[src/rtl/pacer_consts.svh]
`ifndef PACER_CONSTS_SVH
`define PACER_CONSTS_SVH

// host side
`define XB_SIZE             32
`define MSG_SIZE            96      // three host words

// pulse-list banks
`define N_ZMW               128
`define ZMW_ADDR_SIZE       7
`define WORD_SIZE           16
`define BRAM_READ_LATENCY   3       // address to data, in clocks

// fifos
`define FIFO_DEPTH          16
`define FIFO_HIGH           12      // producers back off at this level

// control message layout
`define MSG_TYPE_BIT        0       // 0 = control message
`define MSG_START_BIT       6       // 1 = start, 0 = stop
`define N_FRAME_BIT         8
`define N_FRAME_SIZE        24
`define CLK_PER_FRAME_BIT   32
`define CLK_PER_FRAME_SIZE  24

`endif
[src/rtl/pacer_pkg.sv]
`include "pacer_consts.svh"

package pacer_pkg;

  // one pulse-list entry, zmw index sits in the low bits
  typedef logic [`WORD_SIZE-1:0] word_t;

  typedef logic [`ZMW_ADDR_SIZE-1:0] zmw_addr_t;

  // frame and clock counters share the width of the message fields
  typedef logic [`N_FRAME_SIZE-1:0] count_t;

  typedef enum logic [1:0] {
    STOP,
    START_WR,
    START_RD,
    DATA
  } bank_op_t;

  typedef struct packed {
    bank_op_t op;
    word_t    word;       // payload, only meaningful for DATA
  } bank_cmd_t;

  // order matters, everything from PS_FRAME_START up counts as running
  typedef enum logic [3:0] {
    PS_ERROR, PS_STOPPED, PS_STOPPING,
    PS_FILL_START, PS_FILL, PS_FILL_END,
    PS_FRAME_START, PS_FRAME, PS_FRAME_END, PS_INTERFRAME
  } pacer_state_t;

endpackage

[src/rtl/bank_controller.sv]
`timescale 1ns/1ps
`include "pacer_consts.svh"

module bank_controller (
  input  logic                 CLK,
  input  logic                 RESET,
  input  logic                 cmd_push,
  input  pacer_pkg::bank_cmd_t cmd,
  output logic                 cmd_high,
  input  logic                 rd_pop,
  output logic                 rd_valid,
  output pacer_pkg::word_t     rd_word
);
  import pacer_pkg::*;

  localparam int        LAT       = `BRAM_READ_LATENCY;
  localparam zmw_addr_t LAST_ADDR = zmw_addr_t'(`N_ZMW - 1);

  typedef enum logic [1:0] {B_IDLE, B_WRITING, B_READING} bank_state_t;

  bank_state_t    state;
  zmw_addr_t      addr;
  word_t          mem [`N_ZMW];
  word_t          data_pipe [LAT];
  logic [LAT-1:0] valid_pipe;
  logic           draining;     // throwing away reads left by a stopped frame

  bank_cmd_t head;
  logic      head_valid, cmd_take, stop_cmd, wr_en, rd_issue;
  logic      rd_fifo_valid, rd_fifo_high, rd_fifo_pop;

  sync_fifo #(.item_t(bank_cmd_t), .DEPTH(`FIFO_DEPTH)) u_cmd_fifo (
    .CLK(CLK),
    .RESET(RESET),
    .push(cmd_push),
    .din(cmd),
    .pop(cmd_take),
    .dout(head),
    .valid(head_valid),
    .full(),
    .high(cmd_high)
  );

  sync_fifo #(.item_t(word_t), .DEPTH(`FIFO_DEPTH)) u_rd_fifo (
    .CLK(CLK),
    .RESET(RESET),
    .push(valid_pipe[LAT-1]),
    .din(data_pipe[LAT-1]),
    .pop(rd_fifo_pop),
    .dout(rd_word),
    .valid(rd_fifo_valid),
    .full(),
    .high(rd_fifo_high)
  );

  // commands wait until stale read data is gone
  assign cmd_take    = head_valid && !draining;
  assign stop_cmd    = cmd_take && head.op == STOP;
  assign wr_en       = state == B_WRITING && cmd_take && head.op == DATA;
  assign rd_issue    = state == B_READING && !stop_cmd && !rd_fifo_high;
  assign rd_valid    = rd_fifo_valid && !draining;
  assign rd_fifo_pop = draining ? rd_fifo_valid : rd_pop;

  always_ff @(posedge CLK) begin
    if (RESET) begin
      state      <= B_IDLE;
      addr       <= '0;
      draining   <= 1'b0;
      valid_pipe <= '0;
    end else begin
      valid_pipe[0] <= rd_issue;
      for (int i = 1; i < LAT; i++) valid_pipe[i] <= valid_pipe[i-1];

      if (draining && valid_pipe == '0 && !rd_fifo_valid) draining <= 1'b0;

      if (stop_cmd) begin
        state    <= B_IDLE;          // from any state
        draining <= 1'b1;
      end else begin
        case (state)
          B_IDLE:
            if (cmd_take && head.op == START_WR) begin
              addr  <= '0;
              state <= B_WRITING;
            end else if (cmd_take && head.op == START_RD) begin
              addr  <= '0;
              state <= B_READING;
            end
          B_WRITING:
            if (wr_en) addr <= addr + 1'b1;
            else if (cmd_take && head.op == START_WR) addr <= '0;
          default:                   // reading
            if (rd_issue) begin
              addr <= addr + 1'b1;
              if (addr == LAST_ADDR) state <= B_IDLE;
            end
        endcase
      end
    end
  end

  // ram and read pipeline
  always_ff @(posedge CLK) begin
    if (wr_en) mem[addr] <= head.word;
    data_pipe[0] <= mem[addr];
    for (int i = 1; i < LAT; i++) data_pipe[i] <= data_pipe[i-1];
  end

  // the pacer only writes into the bank it is not reading
  assert property (@(posedge CLK) disable iff (RESET)
                   state == B_READING && cmd_take |-> head.op != DATA)
    else $error("bank_controller: DATA command while reading");

endmodule

[src/rtl/sync_fifo.sv]
`timescale 1ns/1ps
`include "pacer_consts.svh"

module sync_fifo #(
  parameter type item_t = logic [7:0],
  parameter int  DEPTH  = `FIFO_DEPTH
) (
  input  logic  CLK,
  input  logic  RESET,
  input  logic  push,
  input  item_t din,
  input  logic  pop,
  output item_t dout,
  output logic  valid,
  output logic  full,
  output logic  high
);
  localparam int PTR_W = $clog2(DEPTH);
  localparam int LVL_W = $clog2(DEPTH + 1);

  item_t            mem [DEPTH];
  logic [PTR_W-1:0] wr_ptr, rd_ptr;
  logic [LVL_W-1:0] level;

  // wrap explicitly so non power of two depths work too
  function automatic logic [PTR_W-1:0] next_ptr(input logic [PTR_W-1:0] p);
    return (p == PTR_W'(DEPTH - 1)) ? '0 : p + 1'b1;
  endfunction

  always_ff @(posedge CLK) begin
    if (push) mem[wr_ptr] <= din;
  end

  always_ff @(posedge CLK) begin
    if (RESET) begin
      wr_ptr <= '0;
      rd_ptr <= '0;
      level  <= '0;
    end else begin
      if (push) wr_ptr <= next_ptr(wr_ptr);
      if (pop) rd_ptr <= next_ptr(rd_ptr);
      case ({push, pop})
        2'b10:   level <= level + 1'b1;
        2'b01:   level <= level - 1'b1;
        default: level <= level;
      endcase
    end
  end

  assign dout  = mem[rd_ptr];    // head of queue, shown ahead of pop
  assign valid = level != '0;
  assign full  = level == LVL_W'(DEPTH);
  assign high  = level >= LVL_W'(`FIFO_HIGH);

  // producers are meant to back off on high, long before full
  assert property (@(posedge CLK) disable iff (RESET) push |-> !full)
    else $error("sync_fifo: push while full");
  assert property (@(posedge CLK) disable iff (RESET) pop |-> valid)
    else $error("sync_fifo: pop while empty");

endmodule

[config.mk]
export PLATFORM = sky130hd
export DESIGN_NAME = bank_controller
export DESIGN_NICKNAME = d
export VERILOG_FILES = /design/src/rtl/pacer_pkg.sv /design/src/rtl/bank_controller.sv /design/src/rtl/sync_fifo.sv
export VERILOG_INCLUDE_DIRS = /design/src /design/src/rtl
export SDC_FILE = /design/constraint.sdc
export NUM_CORES = 2
export LEC_CHECK = 0
export ABC_AREA = 1
export BUFFER_PORTS_ARGS = -buffer_cell sky130_fd_sc_hd__buf_2
export CAP_MARGIN = 20
export CORE_ASPECT_RATIO = 0.7
export CORE_MARGIN = 1
export CORE_UTILIZATION = 30
export DETAILED_ROUTE_END_ITERATION = 10
export PLACE_DENSITY = 0.52
export SLEW_MARGIN = 20
export SYNTH_ARGS = -nofsm -noshare
export SYNTH_HDL_FRONTEND = slang
export SYNTH_SLANG_ARGS = --single-unit
[constraint.sdc]
create_clock -name CLK -period 8.9 [get_ports CLK]
set_input_delay 0.89 -clock CLK [delete_from_list [all_inputs] [get_ports CLK]]
set_output_delay 0.89 -clock CLK [all_outputs]
set_load 0.05 [all_outputs]
Word-level counts from Yosys, hierarchy flattened
Memory sizes are Yosys's and may differ from the RTL's. A register that Yosys moved wholly into a read port is not among the register bits.
Cells that the tools add are included.
- order comparisons: 2
- muxes and demuxes: 32
- reductions and logical operators: 29
- equality and inequality tests: 16
- bitwise gates (word level): 2
- $add $sub $neg: 9
- operators with widths (kind ; count):
    $mux 7 ; 7
    $mux 4 ; 8
    $pmux 5 s2 ; 2
    $add 4x1->4 const B ; 4
    $eq 4x4->1 const B ; 4
    $pmux 7 s2 ; 1
    $logic_and 1x1->1 ; 11
    $add 5x1->5 const B ; 2
    $eq 2x2->1 const B ; 5
    $ge 5x4->1 const B ; 2
    $reduce_bool 2->1 ; 5
    $reduce_bool 5->1 ; 2
    $sub 5x1->5 const B ; 2
    $mux 1 ; 9
    $eq 2x1->1 const B ; 4
    $mux 2 ; 4
    $reduce_and 4->1 ; 2
    $add 7x1->7 const B ; 1
    $eq 7x7->1 const B ; 1
    $logic_not 1->1 ; 4
    $logic_not 2->1 ; 2
    $pmux 2 s2 ; 1
    $logic_not 3->1 ; 1
    $ne 3x2->1 const B ; 1
    4 further kinds ; 5
- RAM bits: 2640
- bits in registers: 39
- memories: 4
- input bits: 22
- word-level logic and storage cells: 104
- memories (memory ; words ; bits a word ; rd ports ; clocked after memory_dff ; write ports ; RTL line ; text):
    mem ; 128 ; 16 ; 1 ; 1 ; 1 ; bank_controller.sv:23 ; word_t mem [`N_ZMW];
    u_cmd_fifo.mem ; 16 ; 18 ; 1 ; 1 ; 1 ; sync_fifo.sv:21 ; item_t mem [DEPTH];
    u_rd_fifo.mem ; 16 ; 16 ; 1 ; 1 ; 1 ; sync_fifo.sv:21 ;
    data_pipe ; 3 ; 16 ; 3 ; 0 ; 3 ; bank_controller.sv:24 ; word_t data_pipe [LAT];

Longest topological paths before layout
- word-level depth: 10
- depth in mapped cells: 15
- gate-level depth less buffers: 14

Hierarchy
A second synthesis with hierarchy kept.
- cell total of the unflattened synthesis: 8920
- area, all modules: 108126.2 um2
- by module, submodules not included (module ; times used ; seq. area each (um2) ; area each (um2) ; cells an instance):
    bank_controller ; 1 ; 62860.3 ; 84145.7 ; 6935
    sync_fifo (u_cmd_fifo) ; 1 ; 8988.6 ; 12655.9 ; 1042
    sync_fifo (u_rd_fifo) ; 1 ; 8027.7 ; 11324.6 ; 943

Least setup slack after synthesis
OpenSTA, ideal clock, no wires.
- path type: register to register
- from: register (tool-made name)
- to: memory mem[0][13] in the netlist's numbering (data pin)
- path slack: 5.358 ns
- library setup time: 0.511 ns
- path buffers: 4
- arrival: 3.031 ns
- stages on the path, launching flop included: 9
- cells stage by stage: dfxtp_1 > buf_6 > buf_2 > clkbuf_1 > clkbuf_1 > nor2_1 > o221ai_1 > nand3_1 > nand2_1
- RTL lines (what ; RTL line):
    end: declaration ; bank_controller.sv:23

==> reports/metrics.cfg <==
[floorplan]
die_y_um=499
pin_count=40
placementRows=181
die_x_um=711
dieArea_um2=355000
initial_core_util_pct=30.3
core-area_um2=349000

[global_route]
grt_pass1_wl_um=450000
overflow=0
grt_max_degree=210
antenna_found_initial=28
track_usage_pct=16.9
first_global_vias=63600

[placed_design]
gp_congestion=0.852
place_inst=12500
place_area_um2=112000
hpwl_um=173000
port_buffers=39

[clock_tree]
cts_tree=done
clkTransAtPathRegs_ns=0.07
post_cts_buffers=0
clock_latency_ns=0.92
cts_hold_buffers=0
clock-root-buffer=clkbuf_16
cts.repair.resized=0
clock_path_buffers=4
cts_sinks=2694
cts_htree_levels=4
cts_inserted_buffers=245

[sta]
post-route-period-util_pct=62.6
max_freq_mhz=179
slew_headroom_pct=18.5
worstMarginPinSlew_ns=1.22
setup_viol_count_final=0
hold_viol_final=0
period_needed_ns=5.57
finalSetupTns_ns=0
finClkSkew_ns=0.0488
grt_setup_unrepaired=false
drv_slew=0

[setup_path]
crit_fanout=85
ff2ff_path_depth=10
cp-start-kind=flip-flop
crit_chain=clkinv_2, nand2_1, nand3_1, nand3_1, nand3_1, nand2_2, nand3_2, nor3_4, nand2_2, nor2_2
critical_path.max_stage_delay_ns=0.99
worstSetupEndpoint=mem[33][11]
cp.required_ns=9.43
endpoint_kind=flip-flop
cpMostUsedCell=nand3_1
ff2ff_setup_slack_ns=3.33
critPathSlowestCell=clkinv_2
regToRegEndpoint=mem[33][11]
cp.depth=10
path_buf_inv=1
crit_type=reg2reg
arrival_ns=6.10
cp_top_family=simple AND/OR/NAND/NOR gates

[synthesis]
yosysTopAreaCell=edfxtp_1
synthCells=8171
synth.net_count=8214
yosys_warnings=0
synth-seq-area-share_pct=75.6
synth_top_area_share_pct=73.6
synth_area_leaders=edfxtp_1 (74%), o21ai_0 (5.8%), nor2_1 (4.7%)
avgSynthCellArea_um2=12.9
ys_ff_latch=2694
syn-cell-area_um2=106000
ys_types=39

[detailed_routing]
ant_nets=0
via_count=67500
drt_iter0_drc=8911
drc=0
vias_per_cell=5.19
wire_per_inst_um=24.0
routed_wl_um=311000
first_pass_iters=6

[pwr]
p_leak_nw=38.4
cellPowerDensity_nw_per_um2=308
ir_worst_vdd_uv=201

[final_layout]
seq_area_um2=79900
area_delta_synth_final_pct=13.0
drive_gt1_share_pct=8.56
fillers=33800
design_area_um2=119000
fin_nets=8162
multi_input_area_um2=23100
fin_cells=13000

[flow_run]
maxCapViolations=0

[status]
run_status=finished clean

[worst_hold_path]
min-delay-path-class=in2reg

power breakdown:
group | total (mW) | switching, mW | leakage, nW | internal [mW]
Combinational | 9.46 | 7.59 | 10.4 | 1.87
Clock | 10.6 | 4.75 | 3.83 | 5.85
Sequential | 16.8 | 0.554 | 24.2 | 16.2
stage by stage:
step / power, mW / setup slack (ns) / hold WS [ns] / util (%)
2_1_floorplan: 22.1 / 5.36 / 0.310 / -
3_3_place_gp: 26.3 / 3.28 / 0.311 / 32.0
3_5_place_dp: 26.4 / 3.36 / 0.312 / 32.0
4_1_cts: 36.9 / 3.37 / 0.230 / 34.2
5_1_grt: 38.2 / 3.00 / 0.278 / 34.2
6_report: 36.8 / 3.33 / 0.288 / 34.2
placed cells by master (no fill, tap or decap), types with 31 or more instances in the layout:
master and instances:
a21oi_1 103, buf_2 39, buf_4 212, clkbuf_1 41, clkbuf_16 249, clkinv_1 61
clkinv_2 48, dfxtp_1 92, edfxtp_1 2592, inv_1 169, mux2i_1 64, nand2_1 686
nand3_1 576, nor2_1 1289, nor2_2 31, o211ai_1 79, o21ai_0 1233, o221ai_1 50
o22ai_1 510
routing by layer:
| metal | global-route usage (%) | part of all wire, % | wire, µm |
|---|---|---|---|
| met3 | 4.16 | 9.9 | 30800 |
| met5 | 0 | 0.039 | 122 |
| met1 | 25.9 | 46 | 144000 |
| met4 | 3.77 | 2.1 | 6510 |
| met2 | 23.9 | 42 | 129000 |
Yosys cell counts, drive strengths merged:
library cell / count
fa: 2
mux2i: 64
nor3b: 1
a21o: 3
o211ai: 79
nand2: 718
or2: 2
nor3: 20
a21oi: 104
buf: 139
edfxtp: 2592
a31oi: 2
nand4: 7
inv: 178
xnor2: 4
o21ai: 1233
a211oi: 2
xor2: 5
o221ai: 50
ha: 19
clkbuf: 421
nor2: 1330
o22ai: 510
dfxtp: 102
nand3: 580
clkinv: 2
o21a: 2
worst min-delay path by stage:
stage | from | end | slack [ns] | cells past startpoint
final | cmd_push | u_cmd_fifo.wr_ptr[0] | 0.29 | 3
after global routing | cmd_push | u_cmd_fifo.wr_ptr[0] | 0.28 | 3
after CTS | cmd_push | u_cmd_fifo.wr_ptr[0] | 0.23 | 3
after detailed placement | data_pipe[0][9] | data_pipe[0][25] | 0.31 | 0
after global placement | data_pipe[0][23] | data_pipe[0][39] | 0.31 | 0
after floorplan | data_pipe[0][0] | data_pipe[0][16] | 0.31 | 0
flip-flops by register name (all words and copies together) (netlist names), named ones only:
signal,count
state,2
u_rd_fifo.rd_ptr,4
draining,1
valid_pipe,3
mem,2048
u_cmd_fifo.rd_ptr,4
u_rd_fifo.wr_ptr,4
u_rd_fifo.mem,256
u_cmd_fifo.wr_ptr,4
u_cmd_fifo.level,5
u_rd_fifo.level,5
addr,7
data_pipe,48
u_cmd_fifo.mem,288
worst register-to-register path, cell delays in order (launching register included):
cell and delay, ns:
dfxtp_4 0.95, clkinv_2 1.03, nand2_1 0.29, nand3_1 0.11, nand3_1 0.12, nand3_1 0.14, nand2_2 0.18, nand3_2 0.41
nor3_4 0.78, nand2_2 0.32, nor2_2 0.86
cell type report:
| cell class | count | share of cell area [%] |
|---|---|---|
| Antenna cell | 7 | 0.0147 |
| Clock buffer | 296 | 5.41 |
| Clock inverter | 152 | 1.17 |
| Inverter | 180 | 0.595 |
| Multi-Input combinational cell | 4737 | 19.4 |
| Sequential cell | 2694 | 66.9 |
| Tap cell | 4666 | 4.89 |
| Timing Repair Buffer | 261 | 1.66 |
kinds of logic after synthesis:
kind of cell	Yosys count	synth area share (%)
AO/OA/AOI/OAI	1985	10.4
adder cells (fa/ha/maj)	21	0.263
flip-flops	2694	75.6
XOR/XNOR	9	0.0746
multiplexers	64	0.606
AND/OR/NAND/NOR	2658	10.3
buffers and inverters	740	2.83
Power figures use the tool's default switching activity.
