`config.mk`:
```
export PLATFORM = sky130hd
export DESIGN_NAME = msg_assembler
export DESIGN_NICKNAME = d
export VERILOG_FILES = /design/src/rtl/pacer_pkg.sv /design/src/rtl/msg_assembler.sv
export VERILOG_INCLUDE_DIRS = /design/src /design/src/rtl
export SDC_FILE = /design/constraint.sdc
export NUM_CORES = 1
export LEC_CHECK = 0
export BUFFER_PORTS_ARGS = -buffer_cell sky130_fd_sc_hd__buf_2
export CORE_ASPECT_RATIO = 0.8
export CORE_MARGIN = 2
export CORE_UTILIZATION = 54
export CTS_BUF_LIST = sky130_fd_sc_hd__clkbuf_2 sky130_fd_sc_hd__clkbuf_4 sky130_fd_sc_hd__clkbuf_8
export CTS_CLUSTER_SIZE = 8
export DETAILED_ROUTE_END_ITERATION = 8
export PLACE_DENSITY = 0.81
export SLEW_MARGIN = 30
export SYNTH_ARGS = -nofsm -noshare
export SYNTH_HDL_FRONTEND = slang
export SYNTH_SLANG_ARGS = --single-unit
```
`constraint.sdc`:
```
create_clock -name CLK -period 3 [get_ports CLK]
set_input_delay 0.3 -clock CLK [delete_from_list [all_inputs] [get_ports CLK]]
set_output_delay 0.3 -clock CLK [all_outputs]
set_load 0.02 [all_outputs]
```
`src/rtl/pacer_consts.svh`:
```
`ifndef PACER_CONSTS_SVH
`define PACER_CONSTS_SVH

// host side
`define XB_SIZE             32
`define MSG_SIZE            96      // three host words

// pulse-list banks
`define N_ZMW               128
`define ZMW_ADDR_SIZE       7
`define WORD_SIZE           16
`define BRAM_READ_LATENCY   3       // address to data, in clocks

// fifos
`define FIFO_DEPTH          16
`define FIFO_HIGH           12      // producers back off at this level

// control message layout
`define MSG_TYPE_BIT        0       // 0 = control message
`define MSG_START_BIT       6       // 1 = start, 0 = stop
`define N_FRAME_BIT         8
`define N_FRAME_SIZE        24
`define CLK_PER_FRAME_BIT   32
`define CLK_PER_FRAME_SIZE  24

`endif
```
`src/rtl/pacer_pkg.sv`:
```
`include "pacer_consts.svh"

package pacer_pkg;

  // one pulse-list entry, zmw index sits in the low bits
  typedef logic [`WORD_SIZE-1:0] word_t;

  typedef logic [`ZMW_ADDR_SIZE-1:0] zmw_addr_t;

  // frame and clock counters share the width of the message fields
  typedef logic [`N_FRAME_SIZE-1:0] count_t;

  typedef enum logic [1:0] {
    STOP,
    START_WR,
    START_RD,
    DATA
  } bank_op_t;

  typedef struct packed {
    bank_op_t op;
    word_t    word;       // payload, only meaningful for DATA
  } bank_cmd_t;

  // order matters, everything from PS_FRAME_START up counts as running
  typedef enum logic [3:0] {
    PS_ERROR, PS_STOPPED, PS_STOPPING,
    PS_FILL_START, PS_FILL, PS_FILL_END,
    PS_FRAME_START, PS_FRAME, PS_FRAME_END, PS_INTERFRAME
  } pacer_state_t;

endpackage

```
`src/rtl/msg_assembler.sv`:
```
`timescale 1ns/1ps
`include "pacer_consts.svh"

module msg_assembler (
  input  logic                CLK,
  input  logic                RESET,
  input  logic                pc_msg_valid,
  input  logic [`XB_SIZE-1:0] pc_msg,
  output logic                pc_msg_ack,
  output logic                cmd_valid,
  output logic                is_start,
  output logic                is_stop,
  output pacer_pkg::count_t   n_frame_max,
  output pacer_pkg::count_t   clk_per_frame
);
  import pacer_pkg::*;

  typedef enum logic [1:0] {WAIT1, WAIT2, WAIT3} asm_state_t;

  asm_state_t             state;
  logic [2*`XB_SIZE-1:0]  cache;    // first two words
  logic [`MSG_SIZE-1:0]   msg;
  logic                   is_ctrl;

  assign pc_msg_ack = pc_msg_valid;   // host never waits

  always_ff @(posedge CLK) begin
    if (RESET) begin
      state     <= WAIT1;
      cmd_valid <= 1'b0;
    end else begin
      cmd_valid <= 1'b0;
      if (pc_msg_valid) begin
        case (state)
          WAIT1: begin
            cache[0 +: `XB_SIZE] <= pc_msg;
            state <= WAIT2;
          end
          WAIT2: begin
            cache[`XB_SIZE +: `XB_SIZE] <= pc_msg;
            state <= WAIT3;
          end
          default: begin
            msg       <= {pc_msg, cache};   // third word on top
            cmd_valid <= 1'b1;
            state     <= WAIT1;
          end
        endcase
      end
    end
  end

  assign is_ctrl       = cmd_valid && !msg[`MSG_TYPE_BIT];
  assign is_start      = is_ctrl && msg[`MSG_START_BIT];
  assign is_stop       = is_ctrl && !msg[`MSG_START_BIT];
  assign n_frame_max   = msg[`N_FRAME_BIT +: `N_FRAME_SIZE];
  assign clk_per_frame = msg[`CLK_PER_FRAME_BIT +: `CLK_PER_FRAME_SIZE];

endmodule

```
-- Word level (Yosys, flattened, before mapping)
Cells that the tools add are included.
- register bits after elaboration: 115
- input port bits: 35
- output and inout bits: 52
- logic and storage cells: 22
- equal/unequal tests: 1
- muxes and demuxes: 2
- bitwise logic cells: 3
- reduce and logical (&&, ||, !) cells: 11
- operators with widths (operator ; count):
    $reduce_and A3 Y1 ; 3
    $pmux W2 S2 ; 1
    $reduce_or A2 Y1 ; 2
    $logic_and A1 B1 Y1 ; 3
    $not A1 Y1 ; 3
    $eq A2 B1 Y1 const B ; 1
    $logic_not A1 Y1 ; 2
    $logic_not A2 Y1 ; 1
    $mux W1 ; 1

-- Longest topological paths before layout
Gate-level depths: netlist of the first run.
- depth after elaboration: 4
- gate-level depth with buffers: 2
- gate-level depth less buffers: 2

-- Worst setup path after synthesis of the first run
No wires, ideal clock.
- kind: register to register
- start point: register state[1]
- end point: register cache[0] (enable)
- library setup time: 0.427 ns
- arrival time: 1.929 ns
- data required time: 2.573 ns
- path slack: 0.644 ns
- stages on the path, launching flop included: 2
- buffers on the path: 0
- period minus slack after synthesis: 2.356 ns
- path through: dfxtp_1 > nor4b_2
- longest elaborated chain between the ends: 2
- RTL lines (item ; RTL line ; text):
    start, declared ; msg_assembler.sv:20 ; asm_state_t state;
    start signal, assigned ; msg_assembler.sv:29 ; state <= WAIT1;
    start signal, assigned ; msg_assembler.sv:37 ; state <= WAIT2;
    start signal, assigned ; msg_assembler.sv:41 ; state <= WAIT3;
    $logic_not A2 Y1 ; msg_assembler.sv:34 ; case (state)
    $reduce_and A3 Y1 (no source line) ; - ;
    end signal, assigned by index ; msg_assembler.sv:36 ; cache[0 +: `XB_SIZE] <= pc_msg;
    end signal, assigned by index ; msg_assembler.sv:40 ; cache[`XB_SIZE +: `XB_SIZE] <= pc_msg;
    end, declared ; msg_assembler.sv:21 ; logic [2*`XB_SIZE-1:0] cache;
No other way between the ends.
A chain may end at the register's enable or synchronous reset.

-- Final worst setup path of the first run
- start point: register state[1]
- end point: register msg[45] (enable)
- longest elaborated chain between the ends: 4
- elaborated cells on any way between the ends: 5
- classes of those cells: 1 x eq/ne; 1 x bitwise; 3 x reduce/logical
- RTL lines (item ; RTL line ; text):
    $eq A2 B1 Y1 / $logic_not A2 Y1 (equally long branches) ; msg_assembler.sv:34 ;
    $reduce_or A2 Y1 (no source line) * ; - ;
    $not A1 Y1 (no source line) * ; - ;
    $reduce_and A3 Y1 (no source line) * ; - ;
    end signal, assigned ; msg_assembler.sv:44 ; msg <= {pc_msg, cache};
    end, declared ; msg_assembler.sv:22 ; logic [`MSG_SIZE-1:0] msg;
Mark *: on every way between the ends. The rest lies on a longest branch, timed or not.

==> results.txt, run 1 <==
----------------------------------------------------
[Drt]
  Detailed-router iteration count before antenna repair ... 4
  Average via count per standard cell ... 4.554
  Post-route DRC ... 0
  Average wire per standard cell ... 15.05 um
  Post-detailed-routing wire length ... 4.559 mm
  Post-route ant nets ... 0
  Detailed-route via count ... 1,380
  Iter 0 DRT Violations ... 98

[STA]
  Worst slew pin tran ... 0.5106 ns
  Final TNS setup ... 0 ns
  Max-slew violation count ... 0
  Period minus WS final ... 1.818 ns
  Relative max-transition margin ... 0.6596
  Post-Route Skew ... 0.005186 ns
  Highest Clock Rate ... 0.5501 GHz
  Unrepaired setup endpoints after global routing ... false
  Final critical-path share of the clock period ... 0.6060
  Final setup violation count ... 0
  Final Hold Fails ... 0

[Clock network]
  TritonCTS clock tree ... done
  Number of buffers created by CTS ... 9
  Number of gates given a new drive strength after cts ... 0
  Clk slew on worst S/H paths ... 0.09 ns
  Cell at the root of the clock tree ... sky130_fd_sc_hd__clkbuf_8
  Count of clock tree sinks ... 103
  Post-CTS repair timing setup buffer count ... 0
  Total number of H-tree levels ... 3
  Number of buffers inserted by hold repair at cts ... 0
  Clock insertion delay at the later pin of the skew report ... 0.35 ns
  Maximum buffer depth of the clock tree ... 2

[Die]
  Area of the core region ... 6344 um2
  Width of the chip ... 94.31 um
  Initial cell density of the core ... 0.5554
  Row cnt ... 26
  Number of top-level pins ... 87
  Total die area ... 7191 um2
  Vertical die dimension ... 76.25 um

[Synth]
  Syn Area/Cell ... 21.75 um2
  Syn Std Cell Area ... 3523 um2
  Total nets after synthesis ... 197
  Proportion of synthesized chip area in sequential cells ... 0.8693
  Yosys reg bits ... 103
  Number of synthesis warnings ... 0
  Post-synthesis instance total ... 162
  Number of unique standard cell types used by synthesis ... 8

[Placed design]
  Gp weighted congestion ... 0.7290
  Number of input and output port buffers inserted ... 86
  Post-detail-place hpwl ... 3.083 mm

[Cells and area]
  Leading cell type in the layout, fill and taps excluded ... sky130_fd_sc_hd__edfxtp_1
  Number of nets in the layout ... 249
  Number of antenna diodes ... 0
  Commonest non-fill, non-tap cells in the layout ... 100 x sky130_fd_sc_hd__edfxtp_1, 86 x sky130_fd_sc_hd__buf_2, 9 x sky130_fd_sc_hd__clkbuf_8, 4 x sky130_fd_sc_hd__buf_4
  Layout cells sized above 1 ... 0.4932
  Relative area change from synthesis to final layout ... 11.11%

[GRT]
  Total gr overflow ... 0
  Antenna violations before repair ... 0
  Gr usage total ... 0.1343
  Vias in the first global route ... 1,321
  First-pass GRT wire length ... 6.768 mm
  Pin count of the biggest net entering global routing ... 29

[Pwr]
  Share of total power consumed by net switching ... 0.2007
  Leakage power of the design ... 0.001438 uW
  Total power density per cell area ... 625.5 nW/um2
  Net switching power figure ... 491.6 uW
  Worst voltage drop across the vdd grid ... 0.3470 mV
  Internal power contribution ... 1957 uW
  Portion of total power attributed to sequential cells ... 0.662
  Clock share of power ... 0.309
  Relative contribution of combinational cells to total power ... 0.029
  Post-route total power ... 2449 uW

[Setup path]
  Critical path required time ... 3.02 ns
  Type of destination of the critical path ... flop
  Crit-path max FO ... 28
  Delay of the slowest cell on the worst path ... 0.57 ns
  Critical path cell sequence ... and3b_2 > buf_4
  Slowest cell on the critical path ... sky130_fd_sc_hd__and3b_2
  Worst Setup Start Kind ... flop
  Category of the most critical setup path ... flop to flop
  Arrival time of the worst setup path ... 1.84 ns

[Hold path]
  Hold crit path type ... primary input to flop

[Run status]
  Result of the run ... completed

[Run]
  Max-cap violation count ... 0

----------------------------------------------------
-- cell type report --
type                    instances  area [um2]
clock buffers                  10       131.4
clock inverters                 6       43.79
fillers                       454        2429
multi-input cells              10       111.4
flip-flops and latches        103        3063
well taps                      84       105.1
repair buffers                 90       460.4
-- logic make-up after synthesis --
logic type	after synthesis	share of synthesized area
buffers and inverters	49	0.1044
flip-flops	103	0.8693
AND/OR/NAND/NOR	10	0.02628
-- power by group through the flow --
stage / logic, uW / clock network (uW) / registers, uW
6_report: 71.5 / 757 / 1620
5_1_grt: 78.5 / 843 / 1620
4_1_cts: 72.4 / 777 / 1620
3_5_place_dp: 72.3 / 0 / 1650
3_3_place_gp: 69.3 / 0 / 1650
2_1_floorplan: 34.3 / 0 / 1650
-- cell usage after synthesis (all sizes together) --
| master | n | area share |
|---|---|---|
| nor4bb | 1 | 0.0046 |
| buf | 49 | 0.10 |
| or2 | 2 | 0.0036 |
| nor4b | 1 | 0.0043 |
| edfxtp | 100 | 0.85 |
| and3b | 3 | 0.0075 |
| nor3b | 3 | 0.0064 |
| dfxtp | 3 | 0.017 |
-- per-stage QoR --
stage,util,setup slack (ns),cells,hold WS (ns),cell area [um2]
6_report,0.6172,1.182,303,0.1227,3915
5_1_grt,0.6172,1.054,303,0.09416,3915
4_1_cts,0.6172,1.159,303,0.1047,3915
3_5_place_dp,0.5895,1.141,287,0.4045,3740
3_3_place_gp,0.5895,1.201,287,0.4003,3740
2_1_floorplan,-,0.6440,162,0.3989,3523
-- state kept, by name, summed over array words and instances, names as in the netlist --
signal	flops
cache	50
cmd_valid	1
msg	50
state	2
-- layer usage --
metal | vias to the layer above | global-route usage | wire (um)
met5 | - | 0 | 0
met4 | 0 | 0.05217 | 68
met3 | 8 | 0.06726 | 469
met2 | 64 | 0.1936 | 2128
met1 | 650 | 0.1765 | 1893
li1 | 658 | - | -
-- final timing paths --
check        slack (ns)  depth (start not counted)        end  startpoint
max                1.18                          2    msg[45]    state[1]
min                0.12                          1  cache[33]   pc_msg[1]
max reg2reg        1.18                          2    msg[45]    state[1]
min reg2reg        0.42                          0    msg[49]   cache[49]
-- critical path: cells and delay by family (launching register included) --
| family | cells | cell delay [ns] |
|---|---|---|
| buf+inv | 1 | 0.43 |
| flops | 1 | 0.48 |
| simple gates | 1 | 0.57 |
Power figures use the tool's default switching activity.
==> run 2, diff against run 1 <==
--- a/config.mk
+++ b/config.mk
@@ -9,11 +9,11 @@
 export BUFFER_PORTS_ARGS = -buffer_cell sky130_fd_sc_hd__buf_2
 export CORE_ASPECT_RATIO = 0.8
 export CORE_MARGIN = 2
-export CORE_UTILIZATION = 54
+export CORE_UTILIZATION = 49
 export CTS_BUF_LIST = sky130_fd_sc_hd__clkbuf_2 sky130_fd_sc_hd__clkbuf_4 sky130_fd_sc_hd__clkbuf_8
 export CTS_CLUSTER_SIZE = 8
 export DETAILED_ROUTE_END_ITERATION = 8
-export PLACE_DENSITY = 0.81
+export PLACE_DENSITY = 0.77
 export SLEW_MARGIN = 30
 export SYNTH_ARGS = -nofsm -noshare
 export SYNTH_HDL_FRONTEND = slang
==> constraint.sdc (replaced) <==
create_clock -name CLK -period 1.6 [get_ports CLK]
set_input_delay 0.16 -clock CLK [delete_from_list [all_inputs] [get_ports CLK]]
set_output_delay 0.16 -clock CLK [all_outputs]
set_load 0.02 [all_outputs]
==> run 2 against run 1 <==
Net effect: register-to-register slack worse by 0.85 ns; sequential cell count stayed put; hold slack better by 0.029 ns; clock-buffer cell count is 1 higher; critical path type is now flop to primary output; setup slack worse by 0.94 ns.
==> results.txt, run 2 (synthesis results as in run 1) <==
----------------------------------------------------
[Run status]
  Result of the run ... completed

[Cells and area]
  Leading registers by flop count ... cache x50, msg x50, state x2
  Commonest non-fill, non-tap cells in the layout ... 100 x sky130_fd_sc_hd__edfxtp_1, 86 x sky130_fd_sc_hd__buf_2, 32 x sky130_fd_sc_hd__dlygate4sd3_1, 9 x sky130_fd_sc_hd__clkbuf_8, 5 x sky130_fd_sc_hd__buf_4
  Relative area change from synthesis to final layout ... 21.06%
  Number of nets in the layout ... 283
  Leading cell type in the layout, fill and taps excluded ... sky130_fd_sc_hd__edfxtp_1
  Number of antenna diodes ... 0
  Layout cells sized above 1 ... 0.4466

[Drt]
  Post-route DRC ... 0
  Post-detailed-routing wire length ... 4.781 mm
  Post-route ant nets ... 0
  Detailed-route via count ... 1,481
  Average wire per standard cell ... 14.06 um
  Detailed-router iteration count before antenna repair ... 4
  Average via count per standard cell ... 4.356
  Iter 0 DRT Violations ... 43

[Clock network]
  Clock insertion delay at the later pin of the skew report ... 0.36 ns
  Number of buffers inserted by hold repair at cts ... 32
  Number of gates given a new drive strength after cts ... 0
  Number of buffers created by CTS ... 9
  Clk slew on worst S/H paths ... 0.09 ns
  Cell at the root of the clock tree ... sky130_fd_sc_hd__clkbuf_8
  Total number of H-tree levels ... 3
  Post-CTS repair timing setup buffer count ... 0
  Maximum buffer depth of the clock tree ... 2
  Count of clock tree sinks ... 103
  TritonCTS clock tree ... done

[Placed design]
  Post-detail-place hpwl ... 2.972 mm
  Worst setup timing slack at the placement stage ... 0.3356 ns
  Gp weighted congestion ... 0.6504
  Number of input and output port buffers inserted ... 86

[Setup path]
  Crit-path max FO ... 2
  Critical path required time ... 1.44 ns
  Worst Setup Start Kind ... flop
  Type of destination of the critical path ... primary output
  Slowest cell on the critical path ... sky130_fd_sc_hd__edfxtp_1
  Category of the most critical setup path ... flop to primary output
  Startpoint of the lowest-slack register-to-register path ... state[1]
  Reg2Reg Setup Slack ... 0.33 ns
  Arrival time of the worst setup path ... 1.19 ns
  Delay of the slowest cell on the worst path ... 0.41 ns
  CP startpoint ... msg[0]
  Critical path cell sequence ... nor3b_1 > buf_2

[Die]
  Area of the core region ... 6925 um2
  Initial cell density of the core ... 0.5088
  Total die area ... 7889 um2
  Number of top-level pins ... 87
  Row cnt ... 27
  Vertical die dimension ... 79.85 um
  Width of the chip ... 98.81 um

[STA]
  Worst slew pin tran ... 0.2655 ns
  Highest Clock Rate ... 0.7384 GHz
  Final Hold Fails ... 0
  Max-slew violation count ... 0
  Relative max-transition margin ... 0.8230
  Unrepaired setup endpoints after global routing ... false
  Final setup violation count ... 0
  Period minus WS final ... 1.354 ns
  Final critical-path share of the clock period ... 0.8464
  Final TNS setup ... 0 ns
  Min setup slack post-route ... 0.2458 ns
  Post-Route Skew ... 0.007989 ns

[Pwr]
  Share of total power consumed by net switching ... 0.1955
  Leakage power of the design ... 0.001588 uW
  Total power density per cell area ... 1088 nW/um2
  Net switching power figure ... 907.4 uW
  Clock share of power ... 0.303
  Worst voltage drop across the vdd grid ... 0.7253 mV
  Internal power contribution ... 3733 uW
  Portion of total power attributed to sequential cells ... 0.655
  Relative contribution of combinational cells to total power ... 0.043

[Run]
  Max-cap violation count ... 0

[GRT]
  Pin count of the biggest net entering global routing ... 29
  Antenna violations before repair ... 0
  Gr usage total ... 0.1311
  Total gr overflow ... 0
  First-pass GRT wire length ... 7.369 mm
  Vias in the first global route ... 1,482

[Hold path]
  Hold crit path type ... primary input to flop
  Origin of the worst min-delay path ... pc_msg_valid

----------------------------------------------------
==> run 2: cell types whose count changed in the layout (fill, tap and decap cells not counted) <==
cell | before | now
sky130_fd_sc_hd__buf_12 | 0 | 1
sky130_fd_sc_hd__buf_4 | 4 | 5
sky130_fd_sc_hd__clkbuf_4 | 1 | 2
sky130_fd_sc_hd__clkinv_1 | 1 | 0
sky130_fd_sc_hd__clkinv_2 | 1 | 3
sky130_fd_sc_hd__clkinv_4 | 1 | 0
sky130_fd_sc_hd__dfxtp_1 | 3 | 1
sky130_fd_sc_hd__dfxtp_2 | 0 | 2
sky130_fd_sc_hd__dlygate4sd3_1 | 0 | 32
sky130_fd_sc_hd__inv_6 | 3 | 2
==> run 2: worst paths after layout <==
check             depth (start not counted)         to
setup / recovery                          2    is_stop
hold / removal                            2  cmd_valid
setup reg to reg                          2    msg[27]
hold reg to reg                           0    msg[14]
==> run 2: layout make-up <==
type,count,area (um2)
fillers,517,2660
clock inverters,5,32.53
clock buffers,11,138.9
well taps,87,108.9
repair buffers,124,808.3
flip-flops and latches,103,3065
multi-input cells,10,111.4
==> run 2: power groups by stage <==
stage	clock network, uW	registers, uW	logic (uW)
floorplan	0	3100	68.5
global placement	0	3100	132
detailed placement	0	3100	137
CTS	1440	3040	198
global route	1560	3040	215
finish	1400	3040	198
==> run 2: critical path, delay by kind of cell (launching register included) <==
| family | cells | cell delay (ns) |
|---|---|---|
| flops | 1 | 0.41 |
| buf+inv | 1 | 0.20 |
| simple gates | 1 | 0.23 |
==> run 2: per-stage QoR <==
step	area (um2)	cells	hold slack (ns)	util	power [uW]
after floorplan	3545	162	0.2589	-	3166
after global placement	3774	292	0.3380	0.5449	3231
after detailed placement	3774	292	0.3383	0.5449	3238
after CTS	4265	340	0.1391	0.6159	4681
after global routing	4265	340	0.1565	0.6159	4816
final	4265	340	0.1516	0.6159	4640
==> run 2: per-layer routing <==
metal / vias to the layer above / track usage / wire length, um
met2: 64 / 0.2128 / 2426
met1: 683 / 0.1447 / 1843
met5: - / 0 / 0
met4: 0 / 0.05616 / 109
met3: 10 / 0.07005 / 401
li1: 724 / - / -
