==> config.mk <==
export PLATFORM = sky130hd
export DESIGN_NAME = frame_pacer
export DESIGN_NICKNAME = d
export VERILOG_FILES = /design/src/rtl/pacer_pkg.sv /design/src/rtl/frame_pacer.sv
export VERILOG_INCLUDE_DIRS = /design/src /design/src/rtl
export SDC_FILE = /design/constraint.sdc
export NUM_CORES = 1
export LEC_CHECK = 0
export BUFFER_PORTS_ARGS = -buffer_cell sky130_fd_sc_hd__buf_2
export CORE_ASPECT_RATIO = 1.1
export CORE_MARGIN = 2
export CORE_UTILIZATION = 60
export DETAILED_ROUTE_END_ITERATION = 12
export PLACE_DENSITY = 0.94
export SLEW_MARGIN = 30
export SYNTH_ARGS = -nofsm -noshare
export SYNTH_HDL_FRONTEND = slang
export SYNTH_SLANG_ARGS = --single-unit
==> constraint.sdc <==
create_clock -name CLK -period 6.5 [get_ports CLK]
set_input_delay 1.95 -clock CLK [delete_from_list [all_inputs] [get_ports CLK]]
set_output_delay 1.95 -clock CLK [all_outputs]
set_load 0.02 [all_outputs]
==> src/rtl/pacer_consts.svh <==
`ifndef PACER_CONSTS_SVH
`define PACER_CONSTS_SVH

// host side
`define XB_SIZE             32
`define MSG_SIZE            96      // three host words

// pulse-list banks
`define N_ZMW               128
`define ZMW_ADDR_SIZE       7
`define WORD_SIZE           16
`define BRAM_READ_LATENCY   3       // address to data, in clocks

// fifos
`define FIFO_DEPTH          16
`define FIFO_HIGH           12      // producers back off at this level

// control message layout
`define MSG_TYPE_BIT        0       // 0 = control message
`define MSG_START_BIT       6       // 1 = start, 0 = stop
`define N_FRAME_BIT         8
`define N_FRAME_SIZE        24
`define CLK_PER_FRAME_BIT   32
`define CLK_PER_FRAME_SIZE  24

`endif
==> src/rtl/pacer_pkg.sv <==
`include "pacer_consts.svh"

package pacer_pkg;

  // one pulse-list entry, zmw index sits in the low bits
  typedef logic [`WORD_SIZE-1:0] word_t;

  typedef logic [`ZMW_ADDR_SIZE-1:0] zmw_addr_t;

  // frame and clock counters share the width of the message fields
  typedef logic [`N_FRAME_SIZE-1:0] count_t;

  typedef enum logic [1:0] {
    STOP,
    START_WR,
    START_RD,
    DATA
  } bank_op_t;

  typedef struct packed {
    bank_op_t op;
    word_t    word;       // payload, only meaningful for DATA
  } bank_cmd_t;

  // order matters, everything from PS_FRAME_START up counts as running
  typedef enum logic [3:0] {
    PS_ERROR, PS_STOPPED, PS_STOPPING,
    PS_FILL_START, PS_FILL, PS_FILL_END,
    PS_FRAME_START, PS_FRAME, PS_FRAME_END, PS_INTERFRAME
  } pacer_state_t;

endpackage

==> src/rtl/frame_pacer.sv <==
`timescale 1ns/1ps
`include "pacer_consts.svh"

module frame_pacer (
  input  logic                 CLK,
  input  logic                 RESET,
  input  logic                 cmd_valid,
  input  logic                 is_start,
  input  logic                 is_stop,
  input  pacer_pkg::count_t    n_frame_max,
  input  pacer_pkg::count_t    clk_per_frame,
  output logic [1:0]           cmd_push,
  output pacer_pkg::bank_cmd_t cmd0,
  output pacer_pkg::bank_cmd_t cmd1,
  input  logic [1:0]           cmd_high,
  input  logic [1:0]           rd_valid,
  input  pacer_pkg::word_t     rd_word0,
  input  pacer_pkg::word_t     rd_word1,
  output logic [1:0]           rd_pop,
  output logic                 app_running,
  output logic                 app_error,
  output pacer_pkg::count_t    frame_count
);
  import pacer_pkg::*;

  localparam zmw_addr_t LAST_IDX = zmw_addr_t'(`N_ZMW - 1);

  pacer_state_t state;
  count_t       n_frame_q, clk_per_frame_q, n_clock, next_frame;
  zmw_addr_t    wr_idx, rd_idx;
  logic         src, dst;      // bank read this frame, bank written
  logic         cmd_room, pop_en, mismatch, stop_req;
  word_t        src_word;
  bank_cmd_t    cmd_q [2];

  function automatic bank_cmd_t mk_cmd(input bank_op_t o, input word_t w);
    return '{op: o, word: w};
  endfunction

  assign dst        = ~src;
  assign cmd_room   = cmd_high == 2'b00;
  assign src_word   = src ? rd_word1 : rd_word0;
  assign mismatch   = src_word != word_t'(rd_idx);
  assign stop_req   = cmd_valid && is_stop;
  assign pop_en     = state == PS_FRAME && rd_valid[src] && cmd_room && !stop_req;
  assign rd_pop     = src ? {pop_en, 1'b0} : {1'b0, pop_en};
  assign next_frame = frame_count + count_t'(1);
  assign cmd0       = cmd_q[0];
  assign cmd1       = cmd_q[1];

  assign app_running = state >= PS_FRAME_START;
  assign app_error   = state == PS_ERROR;

  always_ff @(posedge CLK) begin
    if (RESET) begin
      state       <= PS_STOPPED;
      cmd_push    <= 2'b00;
      frame_count <= '0;
      n_clock     <= '0;
      src         <= 1'b0;
      wr_idx      <= '0;
      rd_idx      <= '0;
    end else begin
      cmd_push <= 2'b00;
      n_clock  <= n_clock + count_t'(1);   // frame period timer
      if (stop_req && state > PS_STOPPING) begin
        state <= PS_STOPPING;
      end else begin
        case (state)
          PS_STOPPED:
            if (cmd_valid && is_start) begin
              n_frame_q       <= n_frame_max;
              clk_per_frame_q <= clk_per_frame;
              frame_count     <= '0;
              wr_idx          <= '0;
              src             <= 1'b0;   // initial list goes into bank 0
              state           <= PS_FILL_START;
            end
          PS_STOPPING:
            if (cmd_room) begin
              cmd_q[0] <= mk_cmd(STOP, '0);
              cmd_q[1] <= mk_cmd(STOP, '0);
              cmd_push <= 2'b11;
              state    <= PS_STOPPED;
            end
          PS_FILL_START:
            if (!cmd_high[0]) begin
              cmd_q[0]    <= mk_cmd(START_WR, '0);
              cmd_push[0] <= 1'b1;
              state       <= PS_FILL;
            end
          PS_FILL:
            if (!cmd_high[0]) begin
              cmd_q[0]    <= mk_cmd(DATA, word_t'(wr_idx));
              cmd_push[0] <= 1'b1;
              wr_idx      <= wr_idx + 1'b1;
              if (wr_idx == LAST_IDX) state <= PS_FILL_END;
            end
          PS_FILL_END:
            if (!cmd_high[0]) begin
              cmd_q[0]    <= mk_cmd(STOP, '0);
              cmd_push[0] <= 1'b1;
              n_clock     <= '0;
              state       <= PS_FRAME_START;
            end
          PS_FRAME_START:
            if (cmd_room) begin
              cmd_q[src] <= mk_cmd(START_RD, '0);
              cmd_q[dst] <= mk_cmd(START_WR, '0);
              cmd_push   <= 2'b11;
              rd_idx     <= '0;
              state      <= PS_FRAME;
            end
          PS_FRAME:
            if (pop_en) begin
              if (mismatch) begin
                cmd_q[0] <= mk_cmd(STOP, '0);
                cmd_q[1] <= mk_cmd(STOP, '0);
                cmd_push <= 2'b11;
                state    <= PS_ERROR;
              end else begin
                cmd_q[dst]    <= mk_cmd(DATA, src_word);   // copy across
                cmd_push[dst] <= 1'b1;
                rd_idx        <= rd_idx + 1'b1;
                if (rd_idx == LAST_IDX) state <= PS_FRAME_END;
              end
            end
          PS_FRAME_END:
            if (cmd_room) begin
              cmd_q[0]    <= mk_cmd(STOP, '0);
              cmd_q[1]    <= mk_cmd(STOP, '0);
              cmd_push    <= 2'b11;
              src         <= dst;          // banks swap roles
              frame_count <= next_frame;
              state       <= (next_frame >= n_frame_q) ? PS_STOPPED : PS_INTERFRAME;
            end
          PS_INTERFRAME:
            // copy may have overrun the period, then start at once
            if (n_clock + count_t'(1) >= clk_per_frame_q) begin
              n_clock <= '0;
              state   <= PS_FRAME_START;
            end
          default: ;                       // error is sticky until reset
        endcase
      end
    end
  end

  // a bank at its high level gets no new command
  assert property (@(posedge CLK) disable iff (RESET) (cmd_push & $past(cmd_high)) == 2'b00)
    else $error("frame_pacer: command pushed to a bank at its high level");

endmodule

### Word-level counts from Yosys, hierarchy flattened

Memory sizes are Yosys's and may differ from the RTL's.
Index checks and enable logic that the tools add are counted.

| operators by class | value |
|---|---|
| $add $sub $neg | 4 |
| reduce and logical (&&, ||, !) cells | 26 |
| bitwise operators | 11 |
| muxes and demuxes | 95 |
| order comparisons | 7 |
| eq/ne operators | 35 |

Operator list:

| kind | number |
|---|---|
| $mux 18 | 10 |
| $mux 24 | 5 |
| $pmux 24 s2 | 2 |
| $mux 4 | 13 |
| $add 24x1->24 const B | 2 |
| $ge 24x24->1 | 2 |
| $mux 1 | 47 |
| $pmux 4 s9 | 1 |
| $reduce_or 18->1 | 2 |
| $mux 7 | 5 |
| $pmux 7 s2 | 2 |
| $ne 3x3->1 const B | 9 |
| $reduce_and 12->1 | 2 |
| $ne 2x2->1 const B | 11 |
| $eq 4x3->1 const B | 4 |
| $mux 16 | 1 |
| $ne 16x7->1 | 1 |
| $add 7x1->7 const B | 2 |
| $eq 7x7->1 const B | 2 |
| $reduce_and 4->1 | 3 |
| $mux 2 | 5 |
| $reduce_bool 10->1 | 1 |
| $reduce_bool 9->1 | 1 |
| $eq 4x2->1 const B | 2 |
| other kinds (21) | 43 |

| storage, ports and cells | value |
|---|---|
| flip-flop bits (word level) | 117 |
| bits of input ports | 89 |
| RAM bits | 36 |
| output and inout port bits | 66 |
| memories kept | 1 |

Memories:

| memory | depth | width | rd ports | clocked after Yosys merged registers in | wr ports | line | text |
|---|---|---|---|---|---|---|---|
| cmd_q | 2 | 18 | 2 | 0 | 2 | frame_pacer.sv:34 | `bank_cmd_t cmd_q [2];` |

### Depth between registers and ports, before layout

Gate-level depths: netlist of the first run.

| logic depth | value |
|---|---|
| depth in word-level cells | 13 |
| gate-level depth with buffers | 16 |

### Least setup slack after synthesis of the first run

No wires, ideal clock.

| path | value |
|---|---|
| path kind | input to output |
| from | input port cmd_valid |
| to | output port rd_pop[0] |
| arrival time | 3702 ps |
| data required time | 4550 ps |
| buffers on the path | 2 |
| cell stages on the path | 5 |
| setup slack | 848 ps |
| path through | and2_1 clkbuf_1 or4_1 clkbuf_1 nor3b_1 |

| on the way | value |
|---|---|
| longest elaborated chain between the ends | 4 |

Ends and longest elaborated chain:

| element | line | text |
|---|---|---|
| start, declared | frame_pacer.sv:7 | `input logic cmd_valid,` |
| $logic_and 1x1->1 | frame_pacer.sv:44 | `assign stop_req = cmd_valid && is_stop;` |
| $logic_not 1->1 | frame_pacer.sv:45 | `assign pop_en = state == PS_FRAME && rd_valid[src] && cmd_room && !stop_req;` |
| $logic_and 1x1->1 | frame_pacer.sv:45 |  |
| $mux 2 | frame_pacer.sv:46 | `assign rd_pop = src ? {pop_en, 1'b0} : {1'b0, pop_en};` |
| end, declared | frame_pacer.sv:19 | `output logic [1:0] rd_pop,` |

Every way passes these cells.

### Worst setup path in the final report of the first run

Ends and elaborated chain as after synthesis.

==> results_tabular.tex, run 1 <==
\begin{tabular}{lr}
\hline
Metric & Value \\
\hline
\multicolumn{2}{l}{\textbf{STA}} \\
\quad Final setup viols & 0 \\
\quad Max Clock Skew & 0.00920 ns \\
\quad Rel. slew slack & 0.380 \\
\quad Shortest period the worst path allows & 5.50 ns \\
\quad Final hold violation count & 0 \\
\quad RSZ-0062 raised after global routing & no \\
\quad Transition time at the pin with the least slew margin & 0.927 ns \\
\quad Final worst path period share & 0.846 \\
\quad Final total negative setup slack & 0 ns \\
\quad Max-slew violations & 0 \\
\quad Max Clk Rate & 182 MHz \\
\multicolumn{2}{l}{\textbf{CTS}} \\
\quad Sinks on the clock net & 153 \\
\quad Hold buffers post-CTS & 0 \\
\quad Clock transition at the registers of the reported paths & 0.05 ns \\
\quad Number of clock buffers inserted by TritonCTS & 17 \\
\quad Buffer levels on the longest clock path & 2 \\
\quad Total of cells resized after clock tree synthesis & 0 \\
\quad Clock tree from TritonCTS & done \\
\quad Source-to-sink clock delay at the later pin of the worst-skew pair & 0.43 ns \\
\quad Level count of the clock H-tree & 4 \\
\quad Clk root buf & clkbuf\_16 \\
\quad Post-CTS setup-driven buffer insertion count & 0 \\
\multicolumn{2}{l}{\textbf{Synth}} \\
\quad Number of different library cells in the post-synthesis netlist & 58 \\
\quad Mean instance size in the synthesized netlist & 10.0 sq um \\
\quad Synthesized netlist cell count & 790 \\
\quad Seq cells post-synth & 153 \\
\quad Most instantiated flip-flop cell in the synthesis netlist & edfxtp\_1 \\
\quad Share of flip-flops with an asynchronous set or reset & 0 \\
\quad Number of synthesized flops with an enable pin & 82 \\
\quad Synthesized cell area & 7910 sq um \\
\quad Number of warnings reported in the yosys synthesis log & 0 \\
\quad Proportion of synthesized chip area in sequential cells & 0.491 \\
\multicolumn{2}{l}{\textbf{Power}} \\
\quad Power per cell area & 272 nW/um\^{}2 \\
\quad Peak supply drop & 0.208 mV \\
\quad Leak Pwr & 4.21 nW \\
\multicolumn{2}{l}{\textbf{Setup path}} \\
\quad Crit path capture type & output port \\
\quad List of cells traversed by the critical path & buf\_2 -> and2\_1 -> or4\_1 -> nor3b\_1 -> buf\_4 -> buf\_2 \\
\quad Critical-path cell with the highest stage delay & or4\_1 \\
\quad Number of buffers and inverters on the critical path & 3 \\
\quad Worst path max stage delay & 0.61 ns \\
\quad Most frequent cell on the critical path & buf\_2 \\
\quad Data required time of the worst path & 4.55 ns \\
\quad Critical Setup Path Class & input port to output port \\
\quad Kind of cell adding the most delay to the critical path & simple AND/OR/NAND/NOR gates \\
\quad Critical path fanouts, max & 10 \\
\quad Data arrival time of the worst path & 3.55 ns \\
\quad Type of origin of the critical path & input port \\
\quad Register-to-Register Setup Slack & 2.11 ns \\
\multicolumn{2}{l}{\textbf{Drt}} \\
\quad Post-route DRC & 0 \\
\quad First-iteration detailed-routing DRC count & 434 \\
\quad Via count & 6573 \\
\quad Final ANT Viol Nets & 0 \\
\quad Routed length per instance & 16.1 um \\
\quad Total wire length after detailed routing & 18.2 mm \\
\quad Detailed-routing iteration count for the pre-antenna-repair pass & 5 \\
\quad Via/cell ratio & 5.80 \\
\multicolumn{2}{l}{\textbf{Global route}} \\
\quad Initial antenna violation count & 0 \\
\quad All-Layer GR Usage & 0.259 \\
\quad Overall overflow remaining after global route & 0 \\
\quad Maximum number of pins on one net before global-route repair & 36 \\
\quad Via count of the first global-routing pass & 6185 \\
\quad Wire length of the first global-routing pass & 28.8 mm \\
\multicolumn{2}{l}{\textbf{Floorplan}} \\
\quad Total Die Area & 14100 sq um \\
\quad Initial core utilization & 0.606 \\
\quad Die X-Extent & 113 um \\
\quad Core footprint & 13000 sq um \\
\quad Number of placement rows & 44 \\
\quad Count of boundary I/O pins & 155 \\
\quad Die outline height & 124 um \\
\multicolumn{2}{l}{\textbf{Finish}} \\
\quad Final core utilization & 0.729 \\
\quad Total number of nets in the final design & 1101 \\
\quad Final instance count without filler cells & 1134 \\
\quad Layout overhead on the synthesized area & 20.3\% \\
\quad ANT cells & 0 \\
\quad Share of final-layout standard cells stronger than drive strength 1 & 0.202 \\
\multicolumn{2}{l}{\textbf{Placed design}} \\
\quad Placed Cells & 1101 \\
\quad I/O Buffers & 154 \\
\quad Placer congestion estimate & 0.889 \\
\quad DP HPWL & 13.2 mm \\
\multicolumn{2}{l}{\textbf{Run status}} \\
\quad Result of the run & complete, no violations \\
\multicolumn{2}{l}{\textbf{Job}} \\
\quad Maximum Capacitance Violations & 0 \\
\multicolumn{2}{l}{\textbf{Min path}} \\
\quad Worst min-delay path category & flip-flop to flip-flop \\
\hline
\end{tabular}
==> per-stage QoR <==
stage                     total power [mW]  setup WS (ns)  instance area (sq um)  hold WS [ns]
final                                 2.59           1.00                   9510         0.489
after global routing                  2.69          0.953                   9510         0.518
after CTS                             2.59           1.04                   9480         0.497
after detailed placement              1.57           1.05                   8870         0.476
after global placement                1.55           1.07                   8870         0.461
after floorplan                       1.44          0.848                   7970         0.444
==> registers in the layout (all words and copies together) (netlist names) <==
signal / flops
cmd_push: 2
state: 4
wr_idx: 7
clk_per_frame_q: 24
src: 1
n_clock: 24
rd_idx: 7
frame_count: 24
n_frame_q: 24
cmd_q: 36
==> cells by family after synthesis <==
| family | count (synthesis) | share of synthesized area |
|---|---|---|
| fa+ha+maj | 52 | 0.0823 |
| buf+inv | 80 | 0.0394 |
| simple gates | 301 | 0.201 |
| flops | 153 | 0.491 |
| compound gates | 137 | 0.109 |
| mux | 7 | 0.0106 |
| xor+xnor | 59 | 0.0653 |
| other cells | 1 | 0.000474 |
==> layout make-up <==
| class | instances | area (sq um) |
|---|---|---|
| clock buffer | 18 | 429 |
| fill | 874 | 3540 |
| tap | 161 | 201 |
| inverter | 56 | 210 |
| clock inverter | 14 | 180 |
| timing repair buffer | 158 | 821 |
| sequential | 153 | 3880 |
| multi-input combinational | 574 | 3780 |
==> cells in the mapped netlist (all sizes together) (21+ instances only) <==
master	count	area, sq um
a21oi	44	220
and3	21	131
dfxtp	71	1420
edfxtp	82	2460
ha	52	651
inv	56	210
nand2	50	188
nand3	37	185
nor2	65	244
nor2b	30	188
o21ai	35	175
xnor2	37	324
xor2	22	193
==> final timing paths <==
check / cells after the start / to / start
max: 6 / rd_pop[0] / cmd_valid
min: 1 / n_clock[0] / n_clock[0]
max reg2reg: 14 / n_clock[20] / n_clock[2]
min reg2reg: 1 / n_clock[0] / n_clock[0]
==> routing by layer <==
metal  global-route usage  part of all wire  vias to the layer above
met5                    0                 0                        -
li1                     -                 -                     3175
met2                0.450              0.51                      314
met1                0.293              0.39                     3028
met3               0.0599             0.070                       56
met4                0.139             0.032                        0
==> power breakdown <==
part | internal [mW] | switching (mW) | leakage [nW]
Sequential | 1.09 | 0.0556 | 1.33
Clock | 0.637 | 0.387 | 0.295
Combinational | 0.146 | 0.275 | 2.58
Total | 1.87 | 0.718 | 4.21
==> layout by cell type, fill, tap and decap left out, drive strengths merged, types with 6 or more instances in the layout <==
cell	n
o21ai	35
or3	10
clkinv	8
nand3	37
clkbuf	18
ha	52
conb	18
inv	56
a21o	9
a22o	7
and2	11
nor3	20
nand3b	6
a21oi	44
xor2	22
buf	158
nor2	65
dfxtp	71
nand4	17
nor4	9
and3	21
or4	7
edfxtp	82
nand2	50
xnor2	37
a22oi	6
nor2b	30
(Power assumes the default switching activity.)
==> inputs of run 2 (changes only) <==
- CORE_UTILIZATION: 60 -> 50
- PLACE_DENSITY: 0.94 -> 0.84
- clock period: 6.5 -> 4.7 ns (I/O delays scaled with it)
==> run 2 against run 1 <==
Against the previous run: via count fell by 3.0%; global-route usage shrank 4.2 points; sequential cell count stayed put; total power up 32%; combinational power up 44%; sequential share of layout area decreased by 0.14 points; register-to-register slack got worse by 1.4 ns; critical path depth decreased by 1; sequential power increased by 37%; clock skew shrank 0.0035 ns; critical endpoint unchanged.
==> results_tabular.tex, run 2 (synthesis gave the netlist of run 1 again) <==
\begin{tabular}{lr}
\hline
Metric & Value \\
\hline
\multicolumn{2}{l}{\textbf{Finish}} \\
\quad Most frequent standard cell in the layout excluding fill and tap cells & buf\_2 \\
\quad Final core utilization & 0.611 (-0.118) \\
\quad Share of final-layout standard cells stronger than drive strength 1 & 0.210 (+0.00752) \\
\quad Layout overhead on the synthesized area & 20.7\% \\
\quad Total number of nets in the final design & 1109 (+0.73\%) \\
\quad Filler instances & 1313 (+50\%) \\
\quad Register with the most flip-flops & cmd\_q \\
\quad Final instance count without filler cells & 1182 (+4.2\%) \\
\quad Max FFs per register & 36 (unchanged) \\
\quad Most frequent cells in the layout & buf\_2, edfxtp\_1, dfxtp\_1 \\
\quad Final non-filler cell area & 9540 sq um (+0.34\%) \\
\multicolumn{2}{l}{\textbf{Setup path}} \\
\quad Reg-to-reg critical path startpoint & n\_clock[3] \\
\quad Crit path capture type & output port \\
\quad Number of cells on the worst reg-to-reg path & 15 (+1) \\
\quad Most frequent cell on the critical path & buf\_2 \\
\quad Worst path max stage delay & 0.62 ns (about the same) \\
\quad Critical-path cell with the highest stage delay & or4\_1 \\
\quad Register-to-Register Setup Slack & 0.72 ns (-1.39 ns) \\
\quad Terminus of the critical flop-to-flop path & n\_clock[20] \\
\quad Critical path fanouts, max & 7 (-3) \\
\quad Data arrival time of the worst path & 2.97 ns (-0.58 ns) \\
\quad Critical Setup Path Class & input port to output port \\
\quad Type of origin of the critical path & input port \\
\quad List of cells traversed by the critical path & buf\_2 -> and2\_1 -> or4\_1 -> nor3b\_1 -> buf\_2 \\
\quad Data required time of the worst path & 3.29 ns (-1.26 ns) \\
\quad Source of the critical timing path & cmd\_valid \\
\multicolumn{2}{l}{\textbf{Placed design}} \\
\quad Placed cell areas & 8990 sq um (+1.3\%) \\
\quad Post-place setup slack & 0.350 ns (-0.702 ns) \\
\quad DP HPWL & 13.3 mm (about the same) \\
\quad Placed Cells & 1149 (+4.4\%) \\
\quad Placer congestion estimate & 0.901 (+1.3\%) \\
\quad I/O Buffers & 154 (unchanged) \\
\multicolumn{2}{l}{\textbf{Power}} \\
\quad Sequential share of power & 0.457 (+0.015) \\
\quad Combinational Power Share & 0.177 (+0.014) \\
\quad Power spent charging and discharging nets & 0.985 mW (+37\%) \\
\quad Cell internal power dissipation & 2.43 mW (+30\%) \\
\quad Total Power Consumption & 3.41 mW (+32\%) \\
\quad Clock network fraction of design power & 0.366 (-0.029) \\
\quad Peak supply drop & 0.246 mV (+19\%) \\
\quad Power per cell area & 358 nW/um\^{}2 (+31\%) \\
\quad Switching fraction of total power & 0.289 (+0.0113) \\
\quad Leak Pwr & 4.20 nW (-0.27\%) \\
\multicolumn{2}{l}{\textbf{Global route}} \\
\quad Via count of the first global-routing pass & 5993 (-3.1\%) \\
\quad Met3 routing resource usage after global routing & 0.0419 (-0.0179) \\
\quad Overall overflow remaining after global route & 0 (unchanged) \\
\quad Met1 Resource Use GR & 0.260 (-0.0325) \\
\quad Maximum number of pins on one net before global-route repair & 28 (-22\%) \\
\quad Initial antenna violation count & 1 (+1) \\
\quad Met2 demand-to-capacity share in global routing & 0.375 (-0.0747) \\
\quad Most crowded layer after global routing & met2 \\
\quad All-Layer GR Usage & 0.217 (-0.0425) \\
\quad Wire length of the first global-routing pass & 28.1 mm (-2.5\%) \\
\multicolumn{2}{l}{\textbf{STA}} \\
\quad RSZ-0062 raised after global routing & no \\
\quad Max-slew violations & 0 (unchanged) \\
\quad Worst hold slack & 0.480 ns (-0.00855 ns) \\
\quad Final worst path period share & 0.933 \\
\quad Shortest period the worst path allows & 4.38 ns \\
\quad Smallest setup slack after layout & 0.317 ns (-0.687 ns) \\
\quad Final setup viols & 0 (unchanged) \\
\quad Final hold violation count & 0 (unchanged) \\
\quad Rel. slew slack & 0.375 (-0.00529) \\
\quad Final total negative setup slack & 0 ns (unchanged) \\
\quad Max Clock Skew & 0.00575 ns (-0.00345 ns) \\
\quad Max Clk Rate & 228 MHz \\
\quad Transition time at the pin with the least slew margin & 0.935 ns (+0.00791 ns) \\
\multicolumn{2}{l}{\textbf{Min path}} \\
\quad Hold path cells & 1 (unchanged) \\
\quad Worst Hold Path EP & n\_clock[0] \\
\quad Worst min-delay path category & flip-flop to flip-flop \\
\quad Start point of the worst hold path & n\_clock[0] \\
\multicolumn{2}{l}{\textbf{Drt}} \\
\quad Post-route DRC & 0 (unchanged) \\
\quad Routed length per instance & 15.0 um (-6.9\%) \\
\quad First-iteration detailed-routing DRC count & 305 (-30\%) \\
\quad Final ANT Viol Nets & 0 (unchanged) \\
\quad Total wire length after detailed routing & 17.7 mm (-3.0\%) \\
\quad Via count & 6377 (-3.0\%) \\
\quad Via/cell ratio & 5.40 (-6.9\%) \\
\quad Detailed-routing iteration count for the pre-antenna-repair pass & 5 (unchanged) \\
\multicolumn{2}{l}{\textbf{Floorplan}} \\
\quad Die outline height & 136 um (+9.2\%) \\
\quad Count of boundary I/O pins & 155 (unchanged) \\
\quad Core footprint & 15600 sq um (+20\%) \\
\quad Die X-Extent & 124 um (+9.2\%) \\
\quad Number of placement rows & 48 (+9.1\%) \\
\quad Total Die Area & 16800 sq um (+19\%) \\
\quad Initial core utilization & 0.506 (-0.0997) \\
\multicolumn{2}{l}{\textbf{CTS}} \\
\quad Hold buffers post-CTS & 0 (unchanged) \\
\quad Buffer levels on the longest clock path & 2 (unchanged) \\
\quad Post-CTS setup-driven buffer insertion count & 0 (unchanged) \\
\quad Sinks on the clock net & 153 (unchanged) \\
\quad Total of cells resized after clock tree synthesis & 0 (unchanged) \\
\quad Source-to-sink clock delay at the later pin of the worst-skew pair & 0.43 ns (about the same) \\
\quad Level count of the clock H-tree & 4 (unchanged) \\
\quad Clk root buf & clkbuf\_16 \\
\quad Clock transition at the registers of the reported paths & 0.06 ns (about the same) \\
\quad Clock tree from TritonCTS & done \\
\quad Number of clock buffers inserted by TritonCTS & 17 (unchanged) \\
\multicolumn{2}{l}{\textbf{Job}} \\
\quad Maximum Capacitance Violations & 0 (unchanged) \\
\multicolumn{2}{l}{\textbf{Run status}} \\
\quad Result of the run & complete, no violations \\
\hline
\end{tabular}
[run 2: worst max-delay path by stage]
stage	end	slack (ns)
CTS	rd_pop[0]	0.34
detailed placement	rd_pop[0]	0.35
finish	rd_pop[0]	0.32
floorplan	rd_pop[0]	0.13
global placement	rd_pop[0]	0.35
global route	rd_pop[0]	0.25
[run 2: critical path, delay by kind of cell]
family	cells	cell delay [ns]
buf+inv	2	0.34
simple gates	3	1.22
[run 2: layout make-up]
type,instances,area [sq um],area share
inverter,56,210,0.0220
multi-input combinational,574,3790,0.397
clock buffer,22,474,0.0497
tap,200,250,0.0262
clock inverter,10,71.3,0.00747
timing repair buffer,166,861,0.0902
sequential,153,3880,0.407
antenna,1,2.50,0.000262
[run 2: routing by layer]
| metal | part of all wire | wire length (um) |
|---|---|---|
| met3 | 0.054 | 950 |
| met4 | 0.028 | 493 |
| met2 | 0.49 | 8670 |
| met1 | 0.43 | 7550 |
| met5 | 0 | 0 |
[run 2: power groups by stage]
stage               Combinational (mW)  Clock [mW]  Sequential, mW
floorplan                        0.388           0            1.60
detailed placement               0.602           0            1.59
finish                           0.605        1.25            1.56
global route                     0.669        1.33            1.57
CTS                              0.604        1.27            1.56
global placement                 0.590           0            1.58
